### src/spmm_pkg.sv
`default_nettype none

package spmm_pkg;

  // array geometry
  localparam int W_NUM_COLS       = 4;
  localparam int DATA_W           = 16;
  localparam int COL_IDX_W        = 6;

  // node info fields
  localparam int ROW_LEN_W        = 5;
  localparam int NUM_NODE_W       = 5;

  // memory address widths
  localparam int H_ADDR_W         = 8;
  localparam int NODE_INFO_ADDR_W = 6;
  localparam int WH_ADDR_W        = 6;

  // column accumulator, wraps on overflow
  localparam int WH_DATA_W        = 32;

  // node info prefetch queue
  localparam int FIFO_DEPTH       = 4;
  localparam int FIFO_PTR_W       = $clog2(FIFO_DEPTH);
  localparam int FIFO_CNT_W       = $clog2(FIFO_DEPTH + 1);

  // one nonzero of H
  typedef struct packed {
    logic        [COL_IDX_W-1:0] col_idx;
    logic signed [DATA_W-1:0]    value;
  } h_data_t;

  typedef struct packed {
    logic [ROW_LEN_W-1:0]  row_length;
    logic [NUM_NODE_W-1:0] num_of_nodes;
    logic                  source_flag;
  } node_info_t;

  // column 0 lands in the top bits
  typedef struct packed {
    logic [0:W_NUM_COLS-1][WH_DATA_W-1:0] results;
    logic [NUM_NODE_W-1:0]                num_of_nodes;
    logic                                 source_flag;
  } wh_t;

endpackage

`default_nettype wire

### src/pe_bus_if.sv
`default_nettype none

// nonzero stream, broadcast to every processing element
interface pe_bus_if;

  logic                                valid;
  logic [spmm_pkg::COL_IDX_W-1:0]      col_idx;
  logic signed [spmm_pkg::DATA_W-1:0]  value;
  // final nonzero of the row
  logic                                last;

  modport ctrl (
    output valid,
    output col_idx,
    output value,
    output last
  );

  modport pe (
    input valid,
    input col_idx,
    input value,
    input last
  );

endinterface

`default_nettype wire

### src/node_info_fifo.sv
`default_nettype none

module node_info_fifo (
  input  logic                 clk,
  input  logic                 rst_n,
  input  logic                 push_i,
  input  spmm_pkg::node_info_t din_i,
  input  logic                 pop_i,
  output spmm_pkg::node_info_t dout_o,
  output logic                 full_o,
  output logic                 empty_o
);

  spmm_pkg::node_info_t              mem [spmm_pkg::FIFO_DEPTH];
  logic [spmm_pkg::FIFO_PTR_W-1:0]   wr_ptr;
  logic [spmm_pkg::FIFO_PTR_W-1:0]   rd_ptr;
  logic [spmm_pkg::FIFO_CNT_W-1:0]   count;
  logic                              do_push;
  logic                              do_pop;

  function automatic logic [spmm_pkg::FIFO_PTR_W-1:0] next_ptr(
    input logic [spmm_pkg::FIFO_PTR_W-1:0] ptr
  );
    if (ptr == spmm_pkg::FIFO_DEPTH - 1) begin
      return '0;
    end
    return ptr + 1'b1;
  endfunction

  assign full_o  = (count == spmm_pkg::FIFO_DEPTH);
  assign empty_o = (count == 0);
  // head is visible without a pop
  assign dout_o  = mem[rd_ptr];

  assign do_pop  = pop_i && !empty_o;
  // a full queue still takes a word when one leaves
  assign do_push = push_i && (!full_o || do_pop);

  always_ff @(posedge clk) begin
    if (do_push) begin
      mem[wr_ptr] <= din_i;
    end
  end

  always_ff @(posedge clk or negedge rst_n) begin
    if (!rst_n) begin
      wr_ptr <= '0;
      rd_ptr <= '0;
      count  <= '0;
    end else begin
      if (do_push) begin
        wr_ptr <= next_ptr(wr_ptr);
      end
      if (do_pop) begin
        rd_ptr <= next_ptr(rd_ptr);
      end
      if (do_push && !do_pop) begin
        count <= count + 1'b1;
      end else if (do_pop && !do_push) begin
        count <= count - 1'b1;
      end
    end
  end

endmodule

`default_nettype wire

### src/spmm_ctrl.sv
`default_nettype none

module spmm_ctrl (
  input  logic                                  clk,
  input  logic                                  rst_n,
  input  logic                                  start_i,
  input  logic [spmm_pkg::NODE_INFO_ADDR_W-1:0] num_rows_i,
  output logic [spmm_pkg::NODE_INFO_ADDR_W-1:0] node_info_addr_o,
  input  spmm_pkg::node_info_t                  node_info_data_i,
  output logic [spmm_pkg::H_ADDR_W-1:0]         h_addr_o,
  input  spmm_pkg::h_data_t                     h_data_i,
  output logic                                  fifo_push_o,
  output logic                                  fifo_pop_o,
  input  spmm_pkg::node_info_t                  fifo_head_i,
  input  logic                                  fifo_full_i,
  input  logic                                  fifo_empty_i,
  pe_bus_if.ctrl                                bus,
  output spmm_pkg::node_info_t                  row_meta_o,
  input  logic [spmm_pkg::WH_ADDR_W-1:0]        rows_written_i,
  output logic                                  busy_o,
  output logic                                  done_o
);

  logic                                  busy_q;
  logic                                  job_start;
  logic                                  job_end;
  logic [spmm_pkg::NODE_INFO_ADDR_W-1:0] num_rows_q;
  logic [spmm_pkg::NODE_INFO_ADDR_W-1:0] ni_left_q;
  logic [spmm_pkg::FIFO_CNT_W-1:0]       ni_held_q;
  logic                                  ni_issue;
  logic                                  ni_pend_q;
  spmm_pkg::node_info_t                  head;
  logic                                  row_start;
  logic [spmm_pkg::ROW_LEN_W-1:0]        elem_left_q;
  logic                                  h_issue;
  logic                                  h_last;
  spmm_pkg::node_info_t                  meta_cur_q;

  // job ends once the writer has stored every row
  assign job_end   = busy_q && (rows_written_i == num_rows_q);
  assign busy_o    = busy_q && !job_end;
  assign done_o    = job_end;
  assign job_start = start_i && !busy_o;

  always_ff @(posedge clk or negedge rst_n) begin
    if (!rst_n) begin
      busy_q     <= 1'b0;
      num_rows_q <= '0;
    end else if (job_start) begin
      busy_q     <= 1'b1;
      num_rows_q <= num_rows_i;
    end else if (job_end) begin
      busy_q <= 1'b0;
    end
  end

  // node info prefetch, words fetched but not yet started stay within the queue depth
  assign ni_issue = busy_q && (ni_left_q != 0) && !fifo_full_i &&
                    (ni_held_q < spmm_pkg::FIFO_DEPTH);

  // oldest word is in the queue, or arriving from memory when the queue is empty
  assign head        = fifo_empty_i ? node_info_data_i : fifo_head_i;
  assign row_start   = busy_q && (elem_left_q == 0) && (!fifo_empty_i || ni_pend_q);
  assign fifo_pop_o  = row_start && !fifo_empty_i;
  assign fifo_push_o = ni_pend_q && !(row_start && fifo_empty_i);

  always_ff @(posedge clk or negedge rst_n) begin
    if (!rst_n) begin
      node_info_addr_o <= '0;
      ni_left_q        <= '0;
      ni_pend_q        <= 1'b0;
      ni_held_q        <= '0;
    end else if (job_start) begin
      node_info_addr_o <= '0;
      ni_left_q        <= num_rows_i;
      ni_pend_q        <= 1'b0;
      ni_held_q        <= '0;
    end else begin
      ni_pend_q <= ni_issue;
      if (ni_issue) begin
        node_info_addr_o <= node_info_addr_o + 1'b1;
        ni_left_q        <= ni_left_q - 1'b1;
      end
      if (ni_issue && !row_start) begin
        ni_held_q <= ni_held_q + 1'b1;
      end else if (!ni_issue && row_start) begin
        ni_held_q <= ni_held_q - 1'b1;
      end
    end
  end

  // nonzero walk
  assign h_issue = row_start || (elem_left_q != 0);
  assign h_last  = row_start ? (head.row_length == 1) : (elem_left_q == 1);

  always_ff @(posedge clk or negedge rst_n) begin
    if (!rst_n) begin
      h_addr_o    <= '0;
      elem_left_q <= '0;
    end else if (job_start) begin
      h_addr_o    <= '0;
      elem_left_q <= '0;
    end else begin
      if (h_issue) begin
        h_addr_o <= h_addr_o + 1'b1;
      end
      if (row_start) begin
        elem_left_q <= head.row_length - 1'b1;
      end else if (elem_left_q != 0) begin
        elem_left_q <= elem_left_q - 1'b1;
      end
    end
  end

  // memory data lines up with the delayed strobes
  always_ff @(posedge clk or negedge rst_n) begin
    if (!rst_n) begin
      bus.valid <= 1'b0;
      bus.last  <= 1'b0;
    end else begin
      bus.valid <= h_issue;
      bus.last  <= h_last;
    end
  end

  assign bus.col_idx = h_data_i.col_idx;
  assign bus.value   = h_data_i.value;

  // metadata handed to the writer as the row's final nonzero is fetched
  always_ff @(posedge clk) begin
    if (row_start) begin
      meta_cur_q <= head;
    end
    if (h_last) begin
      row_meta_o <= row_start ? head : meta_cur_q;
    end
  end

endmodule

`default_nettype wire

### src/sp_pe.sv
`default_nettype none

module sp_pe (
  input  logic                                  clk,
  input  logic                                  rst_n,
  pe_bus_if.pe                                  bus,
  output logic [spmm_pkg::COL_IDX_W-1:0]        weight_addr_o,
  input  logic signed [spmm_pkg::DATA_W-1:0]    weight_data_i,
  output logic signed [spmm_pkg::WH_DATA_W-1:0] result_o,
  output logic                                  result_valid_o
);

  logic                                  valid_q;
  logic                                  last_q;
  logic signed [spmm_pkg::DATA_W-1:0]    value_q;
  logic signed [spmm_pkg::WH_DATA_W-1:0] value_ext;
  logic signed [spmm_pkg::WH_DATA_W-1:0] weight_ext;
  logic signed [spmm_pkg::WH_DATA_W-1:0] product;
  logic signed [spmm_pkg::WH_DATA_W-1:0] acc_sum;
  logic signed [spmm_pkg::WH_DATA_W-1:0] acc_q;

  // weight row lookup, data returns next cycle
  assign weight_addr_o = bus.col_idx;

  always_ff @(posedge clk) begin
    value_q <= bus.value;
  end

  assign value_ext  = {{(spmm_pkg::WH_DATA_W - spmm_pkg::DATA_W){value_q[spmm_pkg::DATA_W-1]}},
                       value_q};
  assign weight_ext = {{(spmm_pkg::WH_DATA_W - spmm_pkg::DATA_W){weight_data_i[spmm_pkg::DATA_W-1]}},
                       weight_data_i};
  assign product    = value_ext * weight_ext;
  assign acc_sum    = acc_q + product;

  always_ff @(posedge clk or negedge rst_n) begin
    if (!rst_n) begin
      valid_q        <= 1'b0;
      last_q         <= 1'b0;
      acc_q          <= '0;
      result_valid_o <= 1'b0;
    end else begin
      valid_q        <= bus.valid;
      last_q         <= bus.last;
      result_valid_o <= valid_q && last_q;
      if (valid_q) begin
        // row done, next row begins from zero
        acc_q <= last_q ? '0 : acc_sum;
      end
    end
  end

  always_ff @(posedge clk) begin
    if (valid_q && last_q) begin
      result_o <= acc_sum;
    end
  end

endmodule

`default_nettype wire

### src/wh_writer.sv
`default_nettype none

module wh_writer (
  input  logic                                                       clk,
  input  logic                                                       rst_n,
  input  logic                                                       start_i,
  input  logic [spmm_pkg::W_NUM_COLS-1:0][spmm_pkg::WH_DATA_W-1:0]   result_i,
  input  logic                                                       result_valid_i,
  input  spmm_pkg::node_info_t                                       row_meta_i,
  output logic                                                       wh_we_o,
  output logic [spmm_pkg::WH_ADDR_W-1:0]                             wh_addr_o,
  output spmm_pkg::wh_t                                              wh_data_o,
  output logic [spmm_pkg::WH_ADDR_W-1:0]                             rows_written_o
);

  spmm_pkg::node_info_t           meta_q [2];
  logic [spmm_pkg::WH_ADDR_W-1:0] addr_q;

  // metadata trails the PE pipeline by two stages
  always_ff @(posedge clk) begin
    meta_q[0] <= row_meta_i;
    meta_q[1] <= meta_q[0];
  end

  always_comb begin
    for (int c = 0; c < spmm_pkg::W_NUM_COLS; c++) begin
      wh_data_o.results[c] = result_i[c];
    end
    wh_data_o.num_of_nodes = meta_q[1].num_of_nodes;
    wh_data_o.source_flag  = meta_q[1].source_flag;
  end

  assign wh_we_o = result_valid_i;

  // address doubles as the row count
  always_ff @(posedge clk or negedge rst_n) begin
    if (!rst_n) begin
      addr_q <= '0;
    end else if (start_i) begin
      addr_q <= '0;
    end else if (result_valid_i) begin
      addr_q <= addr_q + 1'b1;
    end
  end

  assign wh_addr_o      = addr_q;
  assign rows_written_o = addr_q;

endmodule

`default_nettype wire

### src/spmm_top.sv
`default_nettype none

module spmm_top (
  input  logic                                                      clk,
  input  logic                                                      rst_n,
  input  logic                                                      start_i,
  input  logic [spmm_pkg::NODE_INFO_ADDR_W-1:0]                     num_rows_i,
  output logic [spmm_pkg::H_ADDR_W-1:0]                             h_addr_o,
  input  spmm_pkg::h_data_t                                         h_data_i,
  output logic [spmm_pkg::NODE_INFO_ADDR_W-1:0]                     node_info_addr_o,
  input  spmm_pkg::node_info_t                                      node_info_data_i,
  output logic [spmm_pkg::W_NUM_COLS-1:0][spmm_pkg::COL_IDX_W-1:0]  weight_addr_o,
  input  logic [spmm_pkg::W_NUM_COLS-1:0][spmm_pkg::DATA_W-1:0]     weight_data_i,
  output logic                                                      wh_we_o,
  output logic [spmm_pkg::WH_ADDR_W-1:0]                            wh_addr_o,
  output spmm_pkg::wh_t                                             wh_data_o,
  output logic                                                      busy_o,
  output logic                                                      done_o
);

  logic                                                     fifo_push;
  logic                                                     fifo_pop;
  logic                                                     fifo_full;
  logic                                                     fifo_empty;
  spmm_pkg::node_info_t                                     fifo_head;
  spmm_pkg::node_info_t                                     row_meta;
  logic [spmm_pkg::WH_ADDR_W-1:0]                           rows_written;
  logic [spmm_pkg::W_NUM_COLS-1:0][spmm_pkg::WH_DATA_W-1:0] pe_result;
  logic [spmm_pkg::W_NUM_COLS-1:0]                          pe_result_valid;
  logic                                                     writer_start;

  pe_bus_if pe_bus ();

  // a start during a job is ignored
  assign writer_start = start_i & ~busy_o;

  spmm_ctrl u_ctrl (
    .clk              (clk),
    .rst_n            (rst_n),
    .start_i          (start_i),
    .num_rows_i       (num_rows_i),
    .node_info_addr_o (node_info_addr_o),
    .node_info_data_i (node_info_data_i),
    .h_addr_o         (h_addr_o),
    .h_data_i         (h_data_i),
    .fifo_push_o      (fifo_push),
    .fifo_pop_o       (fifo_pop),
    .fifo_head_i      (fifo_head),
    .fifo_full_i      (fifo_full),
    .fifo_empty_i     (fifo_empty),
    .bus              (pe_bus),
    .row_meta_o       (row_meta),
    .rows_written_i   (rows_written),
    .busy_o           (busy_o),
    .done_o           (done_o)
  );

  node_info_fifo u_fifo (
    .clk     (clk),
    .rst_n   (rst_n),
    .push_i  (fifo_push),
    .din_i   (node_info_data_i),
    .pop_i   (fifo_pop),
    .dout_o  (fifo_head),
    .full_o  (fifo_full),
    .empty_o (fifo_empty)
  );

  // one PE per weight column
  for (genvar c = 0; c < spmm_pkg::W_NUM_COLS; c++) begin : g_pe
    sp_pe u_pe (
      .clk            (clk),
      .rst_n          (rst_n),
      .bus            (pe_bus),
      .weight_addr_o  (weight_addr_o[c]),
      .weight_data_i  (weight_data_i[c]),
      .result_o       (pe_result[c]),
      .result_valid_o (pe_result_valid[c])
    );
  end

  // PEs run in lockstep
  wh_writer u_writer (
    .clk            (clk),
    .rst_n          (rst_n),
    .start_i        (writer_start),
    .result_i       (pe_result),
    .result_valid_i (&pe_result_valid),
    .row_meta_i     (row_meta),
    .wh_we_o        (wh_we_o),
    .wh_addr_o      (wh_addr_o),
    .wh_data_o      (wh_data_o),
    .rows_written_o (rows_written)
  );

endmodule

`default_nettype wire

### config.mk
export PLATFORM = sky130hd
export DESIGN_NAME = spmm_top
export DESIGN_NICKNAME = d
export VERILOG_FILES = /design/src/spmm_pkg.sv /design/src/pe_bus_if.sv /design/src/node_info_fifo.sv /design/src/spmm_ctrl.sv /design/src/sp_pe.sv /design/src/wh_writer.sv /design/src/spmm_top.sv
export SDC_FILE = /design/constraint.sdc
export NUM_CORES = 2
export LEC_CHECK = 0
export BUFFER_PORTS_ARGS = -buffer_cell sky130_fd_sc_hd__buf_2
export CAP_MARGIN = 20
export CORE_ASPECT_RATIO = 1.75
export CORE_UTILIZATION = 50
export DETAILED_ROUTE_END_ITERATION = 8
export PLACE_DENSITY = 0.67
export SETUP_SLACK_MARGIN = 0.05
export SLEW_MARGIN = 20
export SYNTH_ARGS = -nofsm -noshare
export SYNTH_HDL_FRONTEND = slang
export SYNTH_SLANG_ARGS = --single-unit
### constraint.sdc
create_clock -name clk -period 15.9 [get_ports clk]
set_input_delay 3.18 -clock clk [delete_from_list [all_inputs] [get_ports clk]]
set_output_delay 3.18 -clock clk [all_outputs]
set_load 0.01 [all_outputs]
==> flow_summary.yaml <==
run_status:
  status: "finished clean"
final_layout:
  syn_to_final_growth_pct: 6.71
  layout-drive-gt1-share: 0.0768
  stdcell_count: 7242
  final_nets: 7393
critical_path:
  cp_data_arrival_time_ps: 9690
  r2r_end: "g_pe[3].u_pe.acc_q[29]"
  cp-end-kind: "register"
  r2r_setup_slack_ps: 8310
  crit_type: "in2reg"
  reg2regPathDepth: 23
  cp_data_required_time_ps: 16410
  start_kind: "input pin"
  rr_startpoint: "g_pe[3].u_pe.value_q[15]"
  cp_max_fo: 16
worst_hold_path:
  hold_end: "u_writer.meta_q[0][14]"
  whs_path_depth: 0
  hold_path_class: "reg2reg"
  min-delay-start: "u_writer.meta_q[0][3]"
sta:
  hold_ws_ps: 329
  finalSetupViolCount: 0
  finalHoldViolCount: 0
  max_freq_mhz: 109
  tightestPinTransition_ps: 1040
  slew_viol_final: 0
  finalSetupTns_ps: 0
  period_minus_slack_ps: 9180
  rsz0062_at_grt: "false"
  skew_ps: 49.3
  min_period_over_period: 0.577
  max_slew_margin: 0.304
clocking:
  post-cts-setup-buffer-count: 0
  clockBufferDepth: 3
  clk_latency_ps: 660
  clockRootBuffer: "clkbuf_16"
  tritoncts: "yes"
  cts_hold_buf: 0
  clk_pin_slew_ps: 60
  cts_resized: 0
  cts-buffers-inserted: 42
  cts.htree.levels: 2
  cts.sinks: 394
routing:
  drtAntennaViolNets: 0
  first_pass_iters: 5
  viasPerCell: 5.32
  vias: 38600
  drtIter0Drc: 1804
  routed_wl_um: 141000
  routedWlPerCell_um: 19.5
  route.detailed.drc: 0
logic_synthesis:
  yosys_most_used_dff: "dfrtp_1"
  syn-mean-instance-area_um2: 10.2
  netlist_instances: 5638
  yosysWarnings: 0
  ys_ff_latch: 394
  synth_top_area_cell: "fa_1"
  syn-num-nets: 7322
  synth_top_area_share: 0.408
  synth_edf_count: 178
  async_reset_ff_frac: 0.462
  ys_seq_area_frac: 0.184
  synth.distinct_cells: 74
  synth_area_leaders: "fa_1, edfxtp_1, ha_1, inv_1, dfrtp_1"
  netlist_area_um2: 57500
global_routing:
  grt_pass1_wl_um: 229000
  grt_pass1_vias: 43500
  antenna_found_initial: 30
  grt_usage: 0.255
  grt_overflow_total: 0
  grt_max_degree: 130
floorplanning:
  dieArea_um2: 116000
  start_util: 0.504
  die_w_um: 258
  io_pins: 287
  core.rowCount: 164
  core_region_area_um2: 114000
  fp.dieH_um: 450
placement:
  portBuffers: 256
  dp.cells: 7158
  place_congestion: 0.914
  dp_hpwl_um: 111000
run:
  max-cap-violations: 0
worst max-delay path, stage by stage:
cell      delay [ps]
buf_2            210
nand2_1          190
inv_1             90
fa_1             790
inv_1            120
fa_1             540
inv_1            310
fa_1             510
fa_1             510
fa_1             490
inv_1             50
fa_1             470
inv_1             40
ha_1             330
and3_1           210
and4_1           220
a32oi_1          160
nand3_1          250
a41oi_1          350
nand2b_1          90
a21oi_1          190
xnor2_1          110
a31o_2           250
Yosys cell counts (9+ instances only):
master and n:
inv_1 1348, fa_1 1170, nand2_1 566, and2_1 502, ha_1 408, clkbuf_1 214
dfrtp_1 182, edfxtp_1 178, nor2_1 140, xnor2_1 139, a21oi_1 94, a22o_1 83
o21ai_0 83, xor2_1 66, a21o_1 45, nor2b_1 36, a31o_2 35, dfxtp_1 34
buf_4 30, nand3_1 30, nand2b_1 29, o21bai_1 19, nor3_1 18, and3_1 17
a211oi_1 13, a31oi_1 13, mux2i_1 12, nand4_1 12, o21a_1 12, mux4_2 11
buf_1 10, o211ai_1 9
per-layer routing:
layer | share of wire | wire [um] | GRT usage
met1 | 0.34 | 48500 | 0.274
met2 | 0.55 | 77500 | 0.479
met3 | 0.049 | 6960 | 0.0396
met4 | 0.056 | 7850 | 0.126
met5 | 0.0021 | 301 | 0
how the worst max path moves through the flow:
stage,start,endpoint,slack [ps],depth (start not counted)
global route,weight_data_i[49],g_pe[3].u_pe.acc_q[30],6350,23
global placement,weight_data_i[49],g_pe[3].u_pe.acc_q[29],6210,23
finish,weight_data_i[49],g_pe[3].u_pe.acc_q[29],6720,23
floorplan,weight_data_i[1],g_pe[0].u_pe.acc_q[31],6850,24
CTS,weight_data_i[49],g_pe[3].u_pe.acc_q[30],6760,23
detailed placement,weight_data_i[49],g_pe[3].u_pe.acc_q[30],6110,23
flip-flops by register name, summed over array words and instances, names as in the netlist:
name / count
u_fifo.count: 3
u_ctrl.busy_q: 1
u_ctrl.h_addr_o: 8
u_ctrl.bus.last: 1
u_ctrl.ni_pend_q: 1
u_ctrl.meta_cur_q: 6
u_ctrl.ni_held_q: 3
u_ctrl.elem_left_q: 5
g_pe.u_pe.last_q: 1
u_ctrl.ni_left_q: 6
g_pe.u_pe.result_valid_o: 1
u_fifo.mem: 44
u_fifo.rd_ptr: 2
g_pe.u_pe.value_q: 16
g_pe.u_pe.result_o: 128
u_ctrl.num_rows_q: 6
u_ctrl.bus.valid: 1
u_ctrl.node_info_addr_o: 6
g_pe.u_pe.acc_q: 128
u_ctrl.row_meta_o: 6
g_pe.u_pe.valid_q: 1
u_writer.rows_written_o: 6
u_fifo.wr_ptr: 2
u_writer.meta_q: 12
placed cells by master (no fill, tap or decap), types with 5 or more instances in the layout:
master      netlist  final
a211oi_1         13     13
buf_4            30     28
buf_2             5    255
nand2b_1         29     29
clkbuf_16         0     44
nor3_1           18     18
dfxtp_1          34     18
a31oi_1          13     12
edfxtp_1        178    178
mux4_2           11     11
nor4_1            5      5
inv_1          1348   1347
diode_2           0      5
fa_1           1170   1170
and3_1           17     17
o21bai_1         19     19
clkinv_2          0      5
o21ai_0          83     81
a22o_1           83     83
a31o_2           35     35
xnor2_1         139    139
o211ai_1          9      9
o21a_1           12     12
nand4_1          12     12
and2_1          502    502
nand3_1          30     30
dfxtp_2           0     16
mux2i_1          12     12
ha_1            408    408
a21oi_1          94     94
a21o_1           45     45
nor2_1          140    138
clkinvlp_4        0      5
nor2b_1          36     36
nand2_1         566    566
xor2_1           66     66
dfrtp_1         182    181
per-stage QoR:
| stage | util | cell area, um^2 | worst slack (ps) |
|---|---|---|---|
| global route | 0.537 | 61300 | 6350 |
| CTS | 0.537 | 61300 | 6760 |
| detailed placement | 0.524 | 59800 | 6110 |
| global placement | 0.524 | 59800 | 6210 |
| finish | 0.537 | 61300 | 6720 |
| floorplan | - | 57500 | 6850 |
cell families (layout without fill, tap and decap cells):
kind of cell	count (synthesis)	after routing	share of synthesized area
buffers and inverters	1609	1714	0.107
adders and majority gates	1578	1578	0.497
and+or+nand+nor	1368	1368	0.118
AOI/OAI and AO/OA	459	459	0.0566
DFF	394	394	0.184
xor gates and xnor gates	205	205	0.0313
muxes	25	25	0.00679
other	0	5	0
final cells by class:
| type | instances | area [um^2] |
|---|---|---|
| sequential | 394 | 10600 |
| inverter | 1350 | 5070 |
| clock inverter | 28 | 305 |
| multi-input combinational | 3635 | 40700 |
| clock buffer | 50 | 1160 |
| tap | 1494 | 1870 |
| antenna | 5 | 12.5 |
| fill | 10300 | 52800 |
| timing repair buffer | 286 | 1550 |
Power is left out: the tool's default activity adds up to more than one toggle a clock period on the data nets, which glitch-free logic cannot reach.
